`config.mk`:
```
export PLATFORM = sky130hd
export DESIGN_NAME = spi
export DESIGN_NICKNAME = d
export VERILOG_FILES = /design/src/spiPkg.sv /design/src/addressDecoder.sv /design/src/readMux.sv /design/src/spi.sv /design/src/spiRegisters.sv /design/src/spiShifter.sv
export SDC_FILE = /design/constraint.sdc
export NUM_CORES = 1
export LEC_CHECK = 0
export ABC_AREA = 1
export BUFFER_PORTS_ARGS = -buffer_cell sky130_fd_sc_hd__buf_2
export CORE_UTILIZATION = 30
export CTS_BUF_LIST = sky130_fd_sc_hd__clkbuf_16
export DETAILED_ROUTE_END_ITERATION = 16
export GPL_TIMING_DRIVEN = 0
export HOLD_SLACK_MARGIN = 0.1
export SETUP_SLACK_MARGIN = 0.2
export SLEW_MARGIN = 20
export SYNTH_ARGS = -nofsm -noshare
export SYNTH_HDL_FRONTEND = slang
export SYNTH_SLANG_ARGS = --single-unit
```
`constraint.sdc`:
```
create_clock -name clk -period 7.35 [get_ports clk]
set_input_delay 0.735 -clock clk [delete_from_list [all_inputs] [get_ports clk]]
set_output_delay 0.735 -clock clk [all_outputs]
set_load 0.05 [all_outputs]
```
`src/spiPkg.sv`:
```
package spiPkg;

	// ############################################################
	// Bus and transfer widths
	// ############################################################

	typedef logic [23:0] busAddr_t;
	typedef logic [31:0] busData_t;
	typedef logic [3:0] byteSel_t;
	typedef logic [7:0] peripheralId_t;
	typedef logic [1:0] regOffset_t;
	typedef logic [0:0] channelIdx_t;
	typedef logic [7:0] spiByte_t;

	localparam int CLOCK_WIDTH = 8;
	typedef logic [CLOCK_WIDTH-1:0] clockDivide_t;

	localparam int DEVICE_COUNT = 2;

	// ############################################################
	// Address fields and register map
	// ############################################################

	localparam int ID_MSB = 23;
	localparam int ID_LSB = 16;
	localparam int CHANNEL_BIT = 4;
	localparam int OFFSET_MSB = 3;
	localparam int OFFSET_LSB = 2;

	localparam regOffset_t REG_CONFIG = 2'd0;
	localparam regOffset_t REG_STATUS = 2'd1;
	localparam regOffset_t REG_DATA = 2'd2; // index 3 is unmapped and reads zero.

	// ############################################################
	// Shared structs
	// ############################################################

	typedef struct packed {
		clockDivide_t clockDivide; // cycles per half period, minus one.
		logic csHold; // keeps chip select low between transfers.
		logic enable; // drives spi_en and gates new transfers.
	} spiConfig_t;

	typedef struct packed {
		logic we;
		logic oe;
		logic select; // only high for the addressed channel.
		regOffset_t offset;
	} regAccess_t;

endpackage

```
`src/addressDecoder.sv`:
```
`timescale 1ns/1ps

module addressDecoder #(
	parameter spiPkg::peripheralId_t ID = 8'h01
)(
	input spiPkg::busAddr_t address,
	input logic we,
	input logic oe,
	output spiPkg::regAccess_t access [spiPkg::DEVICE_COUNT]
);

	import spiPkg::*;

	peripheralId_t addressId;
	channelIdx_t channel;
	regOffset_t offset;
	logic idMatch;
	logic [DEVICE_COUNT-1:0] hit;

	assign addressId = address[ID_MSB:ID_LSB];
	assign channel = address[CHANNEL_BIT];
	assign offset = address[OFFSET_MSB:OFFSET_LSB];
	assign idMatch = (addressId == ID); // the only place the slot ID is tested.

	always_comb begin
		for (int i = 0; i < DEVICE_COUNT; i++) begin
			hit[i] = idMatch && (channel == channelIdx_t'(i));
			access[i].we = we && hit[i]; // strobes reach the addressed channel only.
			access[i].oe = oe && hit[i];
			access[i].select = hit[i];
			access[i].offset = offset;
		end
	end

endmodule

```
`src/readMux.sv`:
```
`timescale 1ns/1ps

module readMux (
	input spiPkg::busData_t dataIn [spiPkg::DEVICE_COUNT],
	input logic [spiPkg::DEVICE_COUNT-1:0] requestIn,
	input logic [spiPkg::DEVICE_COUNT-1:0] busyIn,
	output spiPkg::busData_t dataRead,
	output logic requestOutput,
	output logic busy
);

	import spiPkg::*;

	// requests are one-hot, so an AND-OR tree is enough.
	always_comb begin
		dataRead = '0;
		for (int i = 0; i < DEVICE_COUNT; i++) begin
			if (requestIn[i]) begin
				dataRead = dataRead | dataIn[i];
			end
		end
	end

	assign requestOutput = |requestIn;
	assign busy = |busyIn; // any held channel stalls the whole slot.

endmodule

```
`src/spi.sv`:
```
`timescale 1ns/1ps

module spi #(
	parameter spiPkg::peripheralId_t ID = 8'h01
)(
	input logic clk,
	input logic rst,

	input logic peripheralBus_we,
	input logic peripheralBus_oe,
	output logic peripheralBus_busy,
	input spiPkg::busAddr_t peripheralBus_address,
	input spiPkg::byteSel_t peripheralBus_byteSelect,
	output spiPkg::busData_t peripheralBus_dataRead,
	input spiPkg::busData_t peripheralBus_dataWrite,
	output logic requestOutput,

	output logic [spiPkg::DEVICE_COUNT-1:0] spi_en,
	output logic [spiPkg::DEVICE_COUNT-1:0] spi_clk,
	output logic [spiPkg::DEVICE_COUNT-1:0] spi_mosi,
	input logic [spiPkg::DEVICE_COUNT-1:0] spi_miso,
	output logic [spiPkg::DEVICE_COUNT-1:0] spi_cs
);

	import spiPkg::*;

	regAccess_t access [DEVICE_COUNT];
	busData_t channelData [DEVICE_COUNT];
	logic [DEVICE_COUNT-1:0] channelRequest;
	logic [DEVICE_COUNT-1:0] channelBusy;
	spiConfig_t channelConfig [DEVICE_COUNT];
	spiByte_t txByte [DEVICE_COUNT];
	spiByte_t rxByte [DEVICE_COUNT];
	logic [DEVICE_COUNT-1:0] start;
	logic [DEVICE_COUNT-1:0] shifterBusy;
	logic [DEVICE_COUNT-1:0] done;

	// ############################################################
	// Slot decode and read return
	// ############################################################

	addressDecoder #(.ID(ID)) decoder (
		.address(peripheralBus_address),
		.we(peripheralBus_we),
		.oe(peripheralBus_oe),
		.access(access)
	);

	readMux mux (
		.dataIn(channelData),
		.requestIn(channelRequest),
		.busyIn(channelBusy),
		.dataRead(peripheralBus_dataRead),
		.requestOutput(requestOutput),
		.busy(peripheralBus_busy)
	);

	// ############################################################
	// Channels
	// ############################################################

	for (genvar i = 0; i < DEVICE_COUNT; i++) begin : channel
		spiRegisters registers (
			.clk(clk),
			.rst(rst),
			.access(access[i]),
			.byteSelect(peripheralBus_byteSelect),
			.dataWrite(peripheralBus_dataWrite),
			.dataRead(channelData[i]),
			.requestOutput(channelRequest[i]),
			.busy(channelBusy[i]),
			.spiConfig(channelConfig[i]),
			.start(start[i]),
			.txByte(txByte[i]),
			.shifterBusy(shifterBusy[i]),
			.done(done[i]),
			.rxByte(rxByte[i])
		);

		spiShifter shifter (
			.clk(clk),
			.rst(rst),
			.spiConfig(channelConfig[i]),
			.start(start[i]),
			.txByte(txByte[i]),
			.busy(shifterBusy[i]),
			.done(done[i]),
			.rxByte(rxByte[i]),
			.spi_en(spi_en[i]),
			.spi_clk(spi_clk[i]),
			.spi_mosi(spi_mosi[i]),
			.spi_cs(spi_cs[i]),
			.spi_miso(spi_miso[i])
		);
	end

endmodule

```
`src/spiRegisters.sv`:
```
`timescale 1ns/1ps

module spiRegisters (
	input logic clk,
	input logic rst,
	input spiPkg::regAccess_t access,
	input spiPkg::byteSel_t byteSelect,
	input spiPkg::busData_t dataWrite,
	output spiPkg::busData_t dataRead,
	output logic requestOutput,
	output logic busy,
	output spiPkg::spiConfig_t spiConfig,
	output logic start,
	output spiPkg::spiByte_t txByte,
	input logic shifterBusy,
	input logic done,
	input spiPkg::spiByte_t rxByte
);

	import spiPkg::*;

	logic dataAccess;
	logic writeEn;
	logic readEn;
	logic rxValid;
	spiByte_t lastRx;

	// ############################################################
	// Access decode and back-pressure
	// ############################################################

	assign dataAccess = access.select && (access.offset == REG_DATA);
	assign busy = dataAccess && shifterBusy && (access.we || access.oe); // host must retry.
	assign writeEn = access.select && access.we && !busy;
	assign readEn = access.select && access.oe && !busy;

	// the shifter captures the byte at the same edge as start.
	assign txByte = dataWrite[7:0];
	assign start = writeEn && dataAccess && byteSelect[0] && spiConfig.enable;

	// ############################################################
	// Register state
	// ############################################################

	always_ff @(posedge clk) begin
		if (rst) begin
			spiConfig <= '0;
		end else if (writeEn && access.offset == REG_CONFIG) begin
			if (byteSelect[0]) begin
				spiConfig.enable <= dataWrite[0];
				spiConfig.csHold <= dataWrite[1];
			end
			if (byteSelect[1]) begin
				spiConfig.clockDivide <= dataWrite[15:8];
			end
		end
	end

	always_ff @(posedge clk) begin
		if (rst) begin
			rxValid <= 1'b0;
			lastRx <= '0;
		end else if (done) begin
			rxValid <= 1'b1; // a data read is held off while the shifter is busy.
			lastRx <= rxByte;
		end else if (readEn && dataAccess) begin
			rxValid <= 1'b0;
		end
	end

	// ############################################################
	// Registered read port
	// ############################################################

	always_ff @(posedge clk) begin
		if (rst) begin
			requestOutput <= 1'b0;
		end else begin
			requestOutput <= readEn;
		end
	end

	always_ff @(posedge clk) begin
		if (readEn) begin
			case (access.offset)
				REG_CONFIG: begin
					dataRead <= {16'b0, spiConfig.clockDivide, 6'b0,
						spiConfig.csHold, spiConfig.enable};
				end
				REG_STATUS: begin
					dataRead <= {30'b0, rxValid, shifterBusy};
				end
				REG_DATA: begin
					dataRead <= {24'b0, lastRx};
				end
				default: begin
					dataRead <= '0;
				end
			endcase
		end
	end

endmodule

```
`src/spiShifter.sv`:
```
`timescale 1ns/1ps

module spiShifter (
	input logic clk,
	input logic rst,
	input spiPkg::spiConfig_t spiConfig,
	input logic start,
	input spiPkg::spiByte_t txByte,
	output logic busy,
	output logic done,
	output spiPkg::spiByte_t rxByte,
	output logic spi_en,
	output logic spi_clk,
	output logic spi_mosi,
	output logic spi_cs,
	input logic spi_miso
);

	import spiPkg::*;

	typedef enum logic [1:0] {
		IDLE,
		SHIFT,
		FINISH
	} shiftState_t;

	localparam logic [3:0] LAST_SHIFT_EDGE = 4'd14; // the last rising edge.

	shiftState_t state;
	clockDivide_t halfCount;
	clockDivide_t divide;
	logic [3:0] edgeCount;
	logic tick;
	spiByte_t txShift;
	spiByte_t rxShift;

	assign tick = (halfCount == '0); // only meaningful outside idle.
	assign busy = (state != IDLE);
	assign done = (state == FINISH) && tick;
	assign rxByte = rxShift;
	assign spi_mosi = txShift[7]; // msb first.
	assign spi_en = spiConfig.enable;

	// ############################################################
	// Transfer sequencing
	// ############################################################

	always_ff @(posedge clk) begin
		if (rst) begin
			state <= IDLE;
			halfCount <= '0;
			edgeCount <= '0;
			spi_clk <= 1'b0;
			spi_cs <= 1'b1;
		end else begin
			case (state)
				IDLE: begin
					if (start) begin
						state <= SHIFT;
						halfCount <= spiConfig.clockDivide;
						edgeCount <= '0;
						spi_cs <= 1'b0;
					end else if (!spiConfig.csHold) begin
						spi_cs <= 1'b1;
					end
				end
				SHIFT: begin
					halfCount <= tick ? divide : halfCount - clockDivide_t'(1);
					if (tick) begin
						spi_clk <= !spi_clk;
						edgeCount <= edgeCount + 4'd1;
						if (edgeCount == LAST_SHIFT_EDGE) begin
							state <= FINISH;
						end
					end
				end
				FINISH: begin
					halfCount <= tick ? divide : halfCount - clockDivide_t'(1);
					if (tick) begin
						state <= IDLE; // the final falling edge ends the transfer.
						spi_clk <= 1'b0;
						spi_cs <= !spiConfig.csHold;
					end
				end
				default: begin
					state <= IDLE;
				end
			endcase
		end
	end

	// ############################################################
	// Shift registers
	// ############################################################

	always_ff @(posedge clk) begin
		if (state == IDLE && start) begin
			txShift <= txByte;
			divide <= spiConfig.clockDivide; // held for the whole transfer.
		end else if (state == SHIFT && tick) begin
			if (spi_clk) begin
				txShift <= {txShift[6:0], 1'b0}; // falling edge presents the next bit.
			end else begin
				rxShift <= {rxShift[6:0], spi_miso}; // rising edge samples miso.
			end
		end
	end

endmodule

```
; Word level (Yosys, flattened, before mapping)
; Cells that the tools add are included.
[word_totals]
mem_bits_rw = 0
rom_bits = 0
latch_bits = 0
out_inout_bits = 42
mem_count = 0
wordCells = 196
inputBits = 66
reg_bits = 184
[classes]
eq_ne = 19
n_mul = 0
order_cmp = 0
n_reduce_logical = 87
n_shift = 0
n_bitwise = 6
div_mod_pow = 0
addsub = 4
mux = 50
[op_table]
columns = operator, n
row1 = $pmux 16 s3, 2
row2 = $mux 8, 10
row3 = $mux 32, 2
row4 = $logic_and 1x1->1, 36
row5 = $or 32x32->32, 1
row6 = $pmux 8 s2, 2
row7 = $reduce_bool 2->1, 16
row8 = $reduce_and 3->1, 8
row9 = $logic_not 8->1, 2
row10 = $mux 2, 8
row11 = $mux 4, 4
row12 = $ne 2x1->1 const B, 8
row13 = $pmux 4 s2, 2
row14 = $reduce_and 2->1, 8
row15 = $sub 8x1->8 const B, 2
row16 = $mux 1, 14
row17 = $pmux 2 s3, 2
row18 = $add 4x1->4 const B, 2
row19 = $eq 4x4->1 const B, 2
row20 = $eq 8x1->1 const B, 1
row21 = $pmux 1 s2, 4
row22 = $reduce_and 4->1, 2
row23 = $reduce_or 2->1, 4
row24 = $eq 2x1->1 const B, 3
row25 = 6 further kinds, 21

; Depth between registers and ports, before layout
; Gate-level depths: netlist of run 1.
[logic_depth]
ltp_word = 13
depth_mapped = 13
depth_no_buf = 12

; By module
; Synthesis of run 1 repeated with hierarchy kept, for this count alone.
[hier_totals]
hier_cells = 1000
area_unflattened_um2 = 7917.6
[by_module_without_submodules]
columns = module, area_per_inst_um2, seq_area_each_um2, instances, cells_each
row1 = spiRegisters, 1632.8, 880.8, 2, 198
row2 = spiShifter at channel[1].shifter, 2020.7, 1041.0, 1, 232
row3 = spiShifter at channel[0].shifter, 2004.4, 1041.0, 1, 234
row4 = readMux, 499.2, 0.0, 1, 110
row5 = addressDecoder, 127.6, 0.0, 1, 28

; Least setup slack after synthesis of run 1
; OpenSTA, ideal clock, no wires.
[synth_path]
kind = input to output
from = input peripheralBus_address[23]
to = output peripheralBus_busy
t_required_ns = 6.615
arrival_ns = 2.131
cell_stages = 7
slack_ns = 4.484
n_path_buf = 0
cell_sequence = nor2_1 -> nand2_2 -> nor2_8 -> nand2_2 -> nor2_4 -> nor2_1 -> o22ai_1
[synth_between]
elab_chain_cells = 6
elab_cells_between_ends = 16
cone_classes = eq/ne (1) / reduce/logical (15)
[synth_lines]
columns = element, line
row1 = from (decl), spi.sv:12  ; input spiPkg::busAddr_t peripheralBus_address,
row2 = $eq 8x1->1 (*), addressDecoder.sv:23  ; assign idMatch = (addressId == ID);
row3 = $logic_and 1x1->1, addressDecoder.sv:27  ; hit[i] = idMatch && (channel == channelIdx_t'(i));
row4 = "$logic_and 1x1->1, on equally long branches", "spiRegisters.sv:32, addressDecoder.sv:28, addressDecoder.sv:29"
row5 = $logic_and 1x1->1 / $logic_or 1x1->1 (equally long branches), spiRegisters.sv:33  ; assign busy = dataAccess && shifterBusy && (access.we || access.oe);
row6 = $logic_and 1x1->1, spiRegisters.sv:33
row7 = $reduce_or 2->1 (*), readMux.sv:25  ; assign busy = |busyIn;
row8 = to (decl), spi.sv:11  ; output logic peripheralBus_busy,
; Mark *: on every way between the ends. The rest lies on a longest branch, timed or not.

; Final worst setup path of run 1
[layout_path]
from = register channel[0].registers.requestOutput
to = output peripheralBus_dataRead[13]
[layout_between]
elab_chain_cells = 3
[layout_lines]
columns = element, line
row1 = from (decl), spiRegisters.sv:10  ; output logic requestOutput,
row2 = from (signal assigned), spiRegisters.sv:79  ; requestOutput <= readEn;
row3 = $mux 32 (*), readMux.sv:18  ; if (requestIn[i]) begin
row4 = $or 32x32->32, readMux.sv:19  ; dataRead = dataRead | dataIn[i];
row5 = $mux 32 (*), readMux.sv:18
row6 = to (decl), spi.sv:14  ; output spiPkg::busData_t peripheralBus_dataRead,
; Marks and branches as above.

==> results.cfg, run 1 <==
[floorplanning]
die_x_um = 156.4
die-area_mm2 = 0.02447
coreArea_mm2 = 0.02340
start_util_pct = 30.57
rows = 56
io_pins = 108
fp.dieH_um = 156.4

[routing]
final_antenna_net_count = 0
drt-vias-per-instance = 4.353
drtIter0Drc = 368
wire_per_inst_um = 13.60
finalWirelength_mm = 16.74
dr.pass1.iters = 5
vias = 5359
drc = 0

[timing]
holdWs_ns = 0.4317
fmax_mhz = 348.5
period_needed_ns = 2.870
setup_viol = 0
hold_viol = 0
fin_crit_sh_pct = 39.04
rsz0062_at_grt = no
timing.clock.skew_ns = 0.01335
final.setup.tns_ns = 0
slew_headroom_pct = 50.47
slew_violations = 0
worst_pin_slew_ns = 0.7389

[logic_synthesis]
synth_cell_types = 42
syn-instance-count = 806
synth_area_per_cell_um2 = 8.875
synth_largest_area_cell = edfxtp_1
ys_seq_area_share_pct = 53.73
yosysWarnings = 0
ys_top_cells_by_area = edfxtp_1, dfxtp_1, nand2_1, nor2_1, inv_1
synth.top_cell.area_share_pct = 33.58
ys_seq_elements = 152
netlist_area_mm2 = 0.007153

[global_route]
grt_max_degree = 17
grtUsageTotal_pct = 14.58
grt_pass1_vias = 5229
grt_antenna_before_repair = 0
grt_overflow = 0
grt_pass1_wl_mm = 27.08

[clock_tree]
cts_root_buf = clkbuf_16
cts_setup_buffers = 0
cts_tree = yes
cts_buffers = 17
postCtsHoldBufs = 0
clock_latency_ns = 0.43
clk_pin_slew_worst_paths_ns = 0.06
cts_max_path_buffers = 2
cts_resized = 0
cts_sinks = 152
htree_levels = 4

[worst_hold_path]
hold_class = register to register
worstHoldStart = channel[0].registers.spiConfig[6]$_SDFFE_PP0P_
min_to = channel[0].shifter.divide[4]$_DFFE_PP_
hold-path-cell-count = 0

[worst_setup_path]
r2r_cells = 8
r2r_setup_slack_ns = 4.75
rr_startpoint = channel[1].shifter.state[0]$_SDFFE_PP0P_
r2r_end = channel[1].shifter.rxByte[7]$_DFFE_PP_
arrival_ns = 2.13
critPathLaunchType = register
critical_path_class = register to output pin
cp_max_fo = 10
critPathRequiredTime_ns = 6.61
cp-end-kind = output pin

[layout]
nNetsFinal = 981
final_cell_mix = nor2_1, nand2_1, inv_1
diodes = 0
drive_gt1_share_pct = 17.43
area_growth_pct = 18.56

[placement]
port_buffers = 59
place_congestion = 0.8348
hpwl_mm = 12.76

[status]
status = complete, no violations

[power]
powerDensity_mw_per_mm2 = 328.1
p_leak_nw = 3.475
irDropWorstVdd_mv = 0.1526

[flow_run]
timing.max_cap.violations = 0
==> registers in the layout, indices dropped and copies added (netlist names) <==
signal                           cells
channel.registers.dataRead          32
channel.registers.spiConfig         20
channel.registers.lastRx            16
channel.shifter.divide              16
channel.shifter.halfCount           16
channel.shifter.rxByte              16
channel.shifter.txShift             16
channel.shifter.edgeCount            8
channel.shifter.state                4
channel.registers.requestOutput      2
channel.registers.rxValid            2
channel.shifter.spi_clk              2
channel.shifter.spi_cs               2
==> through the flow <==
stage                     worst slack (ns)  std cells  power (mW)  instance area [µm²]  util (%)
after floorplan                      4.484        821       1.750                 7209         -
after global placement               3.938       1199       1.955                 7904     33.77
after detailed placement             4.300       1199       1.966                 7914     33.82
after CTS                            4.462       1231       2.798                 8481     36.24
after global routing                 4.371       1231       2.968                 8481     36.24
final                                4.480       1231       2.782                 8481     36.24
==> how the worst max path moves through the flow <==
| stage | start | endpoint | slack [ns] |
|---|---|---|---|
| global route | channel[0].registers.requestOutput$_SDFF_PP0_ | peripheralBus_dataRead[14] | 4.37 |
| global placement | peripheralBus_address[23] | channel[1].shifter.rxByte[3]$_DFFE_PP_ | 3.94 |
| finish | channel[0].registers.requestOutput$_SDFF_PP0_ | peripheralBus_dataRead[13] | 4.48 |
| CTS | channel[0].shifter.state[0]$_SDFFE_PP0P_ | peripheralBus_busy | 4.46 |
| floorplan | peripheralBus_address[23] | peripheralBus_busy | 4.48 |
| detailed placement | peripheralBus_address[23] | channel[1].shifter.rxByte[4]$_DFFE_PP_ | 4.30 |
==> power by group <==
part	total, mW	internal, mW	switching [mW]
clock network	0.829	0.459	0.371
registers	1.04	0.985	0.0544
logic	0.913	0.299	0.614
total	2.78	1.74	1.04
==> layer usage <==
layer	wire length (µm)	share of wire [%]	GRT usage, %	vias up
met5	0	0	0	-
met3	542	3.2	2.935	16
met4	282	1.7	5.929	0
met2	8238	49	25.13	80
met1	7676	46	17.73	2443
li1	-	-	-	2820
==> critical path, cell delays in order (launching register included) <==
cell	delay [ns]
dfxtp_1	0.31
clkbuf_1	0.37
clkbuf_1	0.45
a22o_1	0.29
buf_2	0.29
==> cell families after synthesis <==
kind of cell / Yosys count / share of synthesized area [%]
AND/OR/NAND/NOR: 289 / 18.09
AO/OA/AOI/OAI: 176 / 13.78
buffers and inverters: 161 / 10.20
flip-flops: 152 / 53.73
adder cells (fa/ha/maj): 16 / 2.799
XOR/XNOR: 11 / 1.347
other: 1 / 0.05242
==> Yosys cell counts <==
library cell / n
a211oi_1: 1
a22o_1: 16
nand4_1: 7
dfxtp_1: 72
o211ai_1: 6
nand3_1: 43
clkinv_1: 1
buf_1: 2
nand3_4: 1
nor2_2: 2
a21oi_2: 2
o22ai_1: 2
a22oi_1: 1
ha_1: 16
edfxtp_1: 80
xnor2_1: 4
nor3_4: 1
nor2_4: 2
o21ai_1: 3
nand4_2: 2
a21oi_1: 67
or2_2: 2
nand2_4: 1
nand2_1: 106
clkbuf_1: 17
xor2_1: 7
conb_1: 1
buf_2: 7
buf_4: 25
nor2_8: 1
inv_1: 102
nor3_2: 1
nor3_1: 3
nand2_2: 9
o2111ai_1: 1
o21ai_0: 74
inv_2: 4
nand3_2: 2
o21ai_2: 2
buf_6: 3
o221ai_1: 1
nor2_1: 106
==> final cells by class <==
cell class	count	area, µm²
plain buffers	54	327.8
clock buffers	18	450.4
clock inverters	14	116.4
fillers	2444	14920
inverters	107	401.6
multi-input cells	508	2646
flip-flops and latches	152	3844
well taps	319	399.1
repair buffers	59	295.3
(Power assumes the default switching activity.)
==> run 2: changes to the inputs <==
Clock period 7.35 ns to 2.6 ns, I/O delays scaled along.
==> run 2 against run 1 <==
Utilization rose by 0.76 points; die area did not move; first-iteration DRC count rose by 9.5%; setup slack got worse by 4.2 ns; via count rose by 1.2%; routed wire length rose by 0.73%; final area rose by 2.1%; flip-flop and latch count did not move; register-to-register slack got worse by 4.4 ns; critical path type unchanged; largest cell class unchanged; highest routed layer unchanged.
==> results.cfg, run 2 (synthesis results as in run 1) <==
[status]
status = complete, no violations

[placement]
place_ws_ns = -0.02502
port_buffers = 59
dp_cells = 1199
hpwl_mm = 12.76
place_congestion = 0.8348
place_area_mm2 = 0.007914

[worst_setup_path]
slowest_delay_ns = 0.35
crit_buf_inv = 3
worstPathCellList = inv_1, ha_1, inv_2, nand4_2, o22ai_1, buf_4
critPathLaunchType = register
cp-end-kind = output pin
crit_family = buffers and inverters
critical_path_class = register to output pin
crit_slowest_cell = dfxtp_1
rr_startpoint = channel[1].shifter.state[0]$_SDFFE_PP0P_
cp_max_fo = 6
r2r_cells = 9
arrival_ns = 2.02
critPathRequiredTime_ns = 2.34
r2r_end = channel[1].shifter.rxByte[7]$_DFFE_PP_
r2r_setup_slack_ns = 0.34

[floorplanning]
rows = 56
start_util_pct = 30.57
coreArea_mm2 = 0.02340
die-area_mm2 = 0.02447
io_pins = 108
die_x_um = 156.4
fp.dieH_um = 156.4

[layout]
multiInputGateArea_mm2 = 0.002668
top_regs = channel.registers.dataRead x32, channel.registers.spiConfig x20
area_growth_pct = 21.06
nNetsFinal = 994
largest_register_ffs = 32
fin_cells = 1244
final_util_pct = 37.00
drive_gt1_share_pct = 18.38
regMostFlops = channel.registers.dataRead
fillerInstances = 2418
design_area_mm2 = 0.008660
ff_latch_area_mm2 = 0.003844
final_cell_mix = nor2_1, nand2_1, inv_1
diodes = 0

[worst_hold_path]
worstHoldStart = peripheralBus_dataWrite[1]
min_to = channel[0].registers.spiConfig[1]$_SDFFE_PP0P_
hold_class = input pin to register
hold-path-cell-count = 3

[power]
p_leak_nw = 3.538
power_mw = 7.942
powerDensity_mw_per_mm2 = 917.2
irDropWorstVdd_mv = 0.4326

[clock_tree]
cts_max_path_buffers = 2
cts_buffers = 17
cts_tree = yes
cts_sinks = 152
cts_root_buf = clkbuf_16
htree_levels = 4
clock_latency_ns = 0.43
clk_pin_slew_worst_paths_ns = 0.06

[global_route]
grt_pass1_wl_mm = 27.35
grtUsageTotal_pct = 14.70
grt_antenna_before_repair = 0
grt_max_degree = 17
grt_overflow = 0
grt_pass1_vias = 5276

[routing]
dr_wl_met2_mm = 8.410
vias = 5422
dr.pass1.iters = 5
wl_met1_mm = 7.706
wire_per_inst_um = 13.56
drt-vias-per-instance = 4.359
final_antenna_net_count = 0
finalWirelength_mm = 16.86
drc = 0
drtIter0Drc = 403
met3WireLength_um = 555
maxUsedRoutingLayer = met4

[timing]
slew_headroom_pct = 54.20
holdWs_ns = 0.1615
timing.clock.skew_ns = 0.01250
period_needed_ns = 2.276
hold_viol = 0
worst_pin_slew_ns = 0.6870
fmax_mhz = 439.3
fin_crit_sh_pct = 87.56
setup_viol = 0
slew_violations = 0
final.setup.tns_ns = 0
fin_ws_ns = 0.3235
rsz0062_at_grt = no

[flow_run]
timing.max_cap.violations = 0
[run 2: report_power, final]
group	total [mW]	switching [mW]	leakage, nW	internal, mW
Sequential	2.94	0.156	1.35	2.78
Combinational	2.65	1.76	1.92	0.895
Clock	2.35	1.05	0.269	1.30
[run 2: how the worst max path moves through the flow]
stage	endpoint	slack, ns	depth (start not counted)	from
final	peripheralBus_busy	0.32	6	channel[0].shifter.state[0]$_SDFFE_PP0P_
after global routing	channel[1].shifter.rxByte[0]$_DFFE_PP_	0.21	9	channel[1].shifter.state[1]$_SDFFE_PP0P_
after CTS	peripheralBus_dataRead[12]	0.23	4	channel[1].registers.requestOutput$_SDFF_PP0_
after detailed placement	channel[1].shifter.rxByte[4]$_DFFE_PP_	-0.03	8	channel[1].shifter.state[0]$_SDFFE_PP0P_
after global placement	channel[1].shifter.rxByte[3]$_DFFE_PP_	-0.38	8	channel[1].shifter.state[0]$_SDFFE_PP0P_
after floorplan	channel[1].shifter.rxByte[0]$_DFFE_PP_	0.26	8	channel[1].shifter.state[0]$_SDFFE_PP0P_
[run 2: final cells by class]
type,instances,share of cell area (%)
Clock buffer,18,5.202
Clock inverter,14,1.344
Tap cell,319,4.609
Sequential cell,152,44.39
Inverter,107,4.681
Multi-Input combinational cell,508,30.80
Buffer,54,3.829
Timing Repair Buffer,72,5.144
[run 2: timing repair]
action / in CTS / in global routing
setup buffers: 2 / 1
hold buffers: 10 / 0
hold endpoints to repair: 10 / 0
pin swaps: 2 / 0
resized for setup: 5 / 9
setup endpoints to repair: 28 / 36
[run 2: worst reg2reg max path, cell delays in order, from the launching register on]
cell and delay, ns:
dfxtp_1 0.36, inv_1 0.10, ha_1 0.28, inv_1 0.13, nand4_2 0.18, nand3_1 0.15
buf_2 0.24, clkinvlp_4 0.17, nor3_4 0.22, buf_12 0.15
[run 2: routing by layer]
layer / vias up / GRT usage, %
li1: 2844 / -
met1: 2483 / 17.98
met2: 83 / 25.62
met3: 12 / 2.852
met4: 0 / 5.229
met5: - / 0
==> run 3: changes to the inputs <==
Settings changed: PLACE_DENSITY set to 0.56.
==> run 3 against run 2 <==
Combinational power hardly changed; first-iteration DRC count is 10% lower; register-to-register slack hardly changed; highest routed layer unchanged; largest power group unchanged; critical path type is now register to register.
==> results.cfg, run 3 (synthesis results as in run 1) <==
[layout]
largest_register_ffs = 32
fin_cells = 1245
regMostFlops = channel.registers.dataRead
top_regs = channel.registers.dataRead x32, channel.registers.spiConfig x20
area_growth_pct = 20.92
final_common_cell = nor2_1
drive_gt1_share_pct = 18.27
final_cell_mix = nor2_1, nand2_1, inv_1
nNetsFinal = 994

[floorplanning]
fp.dieH_um = 156.4
io_pins = 108
start_util_pct = 30.57
rows = 56
die-area_mm2 = 0.02447
die_x_um = 156.4
coreArea_mm2 = 0.02340

[routing]
vias = 5474
dr.pass1.iters = 4
drtIter0Drc = 362
wire_per_inst_um = 13.86
final_antenna_net_count = 0
drt-vias-per-instance = 4.397
drc = 0
finalWirelength_mm = 17.25

[clock_tree]
cts_buffers = 17
cts_max_path_buffers = 2
cts_sinks = 152
clock_latency_ns = 0.43
cts_root_buf = clkbuf_16
cts_tree = yes
htree_levels = 4
clk_pin_slew_worst_paths_ns = 0.07

[timing]
timing.clock.skew_ns = 0.01164
slew_violations = 0
fin_ws_ns = 0.3362
hold_viol = 0
setup_viol = 0
final.setup.tns_ns = 0
worst_pin_slew_ns = 0.6957
rsz0062_at_grt = yes
fmax_mhz = 441.7
slew_headroom_pct = 53.62
period_needed_ns = 2.264
holdWs_ns = 0.1505
fin_crit_sh_pct = 87.07

[worst_setup_path]
cp_max_fo = 10
slowest_delay_ns = 0.38
critPathRequiredTime_ns = 2.67
startpoint = channel[1].shifter.state[1]$_SDFFE_PP0P_
critical_path_class = register to register
cp-end-kind = register
critPathMostFrequentCell = inv_1
worstPathCellList = inv_1, ha_1, inv_1, nand4_2, nand3_1, clkbuf_4, buf_2, o21ai_1
arrival_ns = 2.33
r2r_setup_slack_ns = 0.34
critPathLaunchType = register
crit_slowest_cell = o21ai_1
rr_startpoint = channel[1].shifter.state[1]$_SDFFE_PP0P_

[global_route]
grt_pass1_wl_mm = 27.82
grt_overflow = 0
grtUsageTotal_pct = 15.08
grt_max_degree = 17
grt_pass1_vias = 5255
grt_antenna_before_repair = 1

[worst_hold_path]
hold_class = input pin to register
worstHoldStart = peripheralBus_dataWrite[0]

[power]
powerDensity_mw_per_mm2 = 919.2
p_leak_nw = 3.539
irDropWorstVdd_mv = 0.4491
power_mw = 7.950

[placement]
hpwl_mm = 12.96
dp_cells = 1199
place_congestion = 0.8333
place_ws_ns = -0.02068
port_buffers = 59

[status]
status = complete, no violations

[flow_run]
timing.max_cap.violations = 0
==> run 3: repair_timing <==
action,4_1_cts,5_1_grt
setup buffers,2,1
pin swaps,2,0
gates resized for setup,4,11
setup endpoints to repair,27,31
hold buffers,10,0
hold endpoints to repair,10,0
==> run 3: layout make-up <==
| class | count | area (µm²) |
|---|---|---|
| Fill cell | 2419 | 14750 |
| Sequential cell | 152 | 3844 |
| Multi-Input combinational cell | 508 | 2664 |
| Timing Repair Buffer | 72 | 445.4 |
| Clock buffer | 17 | 425.4 |
| Inverter | 107 | 405.4 |
| Tap cell | 319 | 399.1 |
| Buffer | 54 | 334.1 |
| Clock inverter | 15 | 130.1 |
| Antenna cell | 1 | 2.502 |
==> run 3: per-layer routing <==
layer / global-route usage, % / share of wire [%] / vias to the layer above / routed length (µm)
met5: 0 / 0 / - / 0
met4: 5.649 / 1.6 / 0 / 272
met3: 2.963 / 2.3 / 16 / 403
met1: 18.95 / 47 / 2528 / 8160
met2: 25.51 / 49 / 77 / 8416
li1: - / - / 2853 / -
==> run 3: metrics by stage <==
step / instance area [µm²] / utilization (%)
global placement: 7904 / 33.77
finish: 8650 / 36.96
global route: 8650 / 36.96
detailed placement: 7914 / 33.82
CTS: 8623 / 36.85
floorplan: 7209 / -
==> run 3: worst paths after layout <==
kind / to / cells after the start
min: channel[0].registers.spiConfig[0]$_SDFFE_PP0P_ / 3
max: channel[1].shifter.txShift[2]$_DFFE_PP_ / 8
max reg2reg: channel[1].shifter.txShift[2]$_DFFE_PP_ / 8
min reg2reg: channel[0].shifter.divide[3]$_DFFE_PP_ / 0
==> run 3: worst max-delay path, delay by kind of cell, from the launching register on <==
| kind | cells | cell delay, ns |
|---|---|---|
| flip-flops | 1 | 0.34 |
| buffers and inverters | 4 | 0.62 |
| adder cells (fa/ha/maj) | 1 | 0.27 |
| AO/OA/AOI/OAI | 1 | 0.38 |
| AND/OR/NAND/NOR | 2 | 0.28 |
==> run 3: power breakdown <==
part	switching, mW	internal (mW)
logic	1.75	0.895
registers	0.155	2.78
clock network	1.11	1.26
total	3.01	4.94
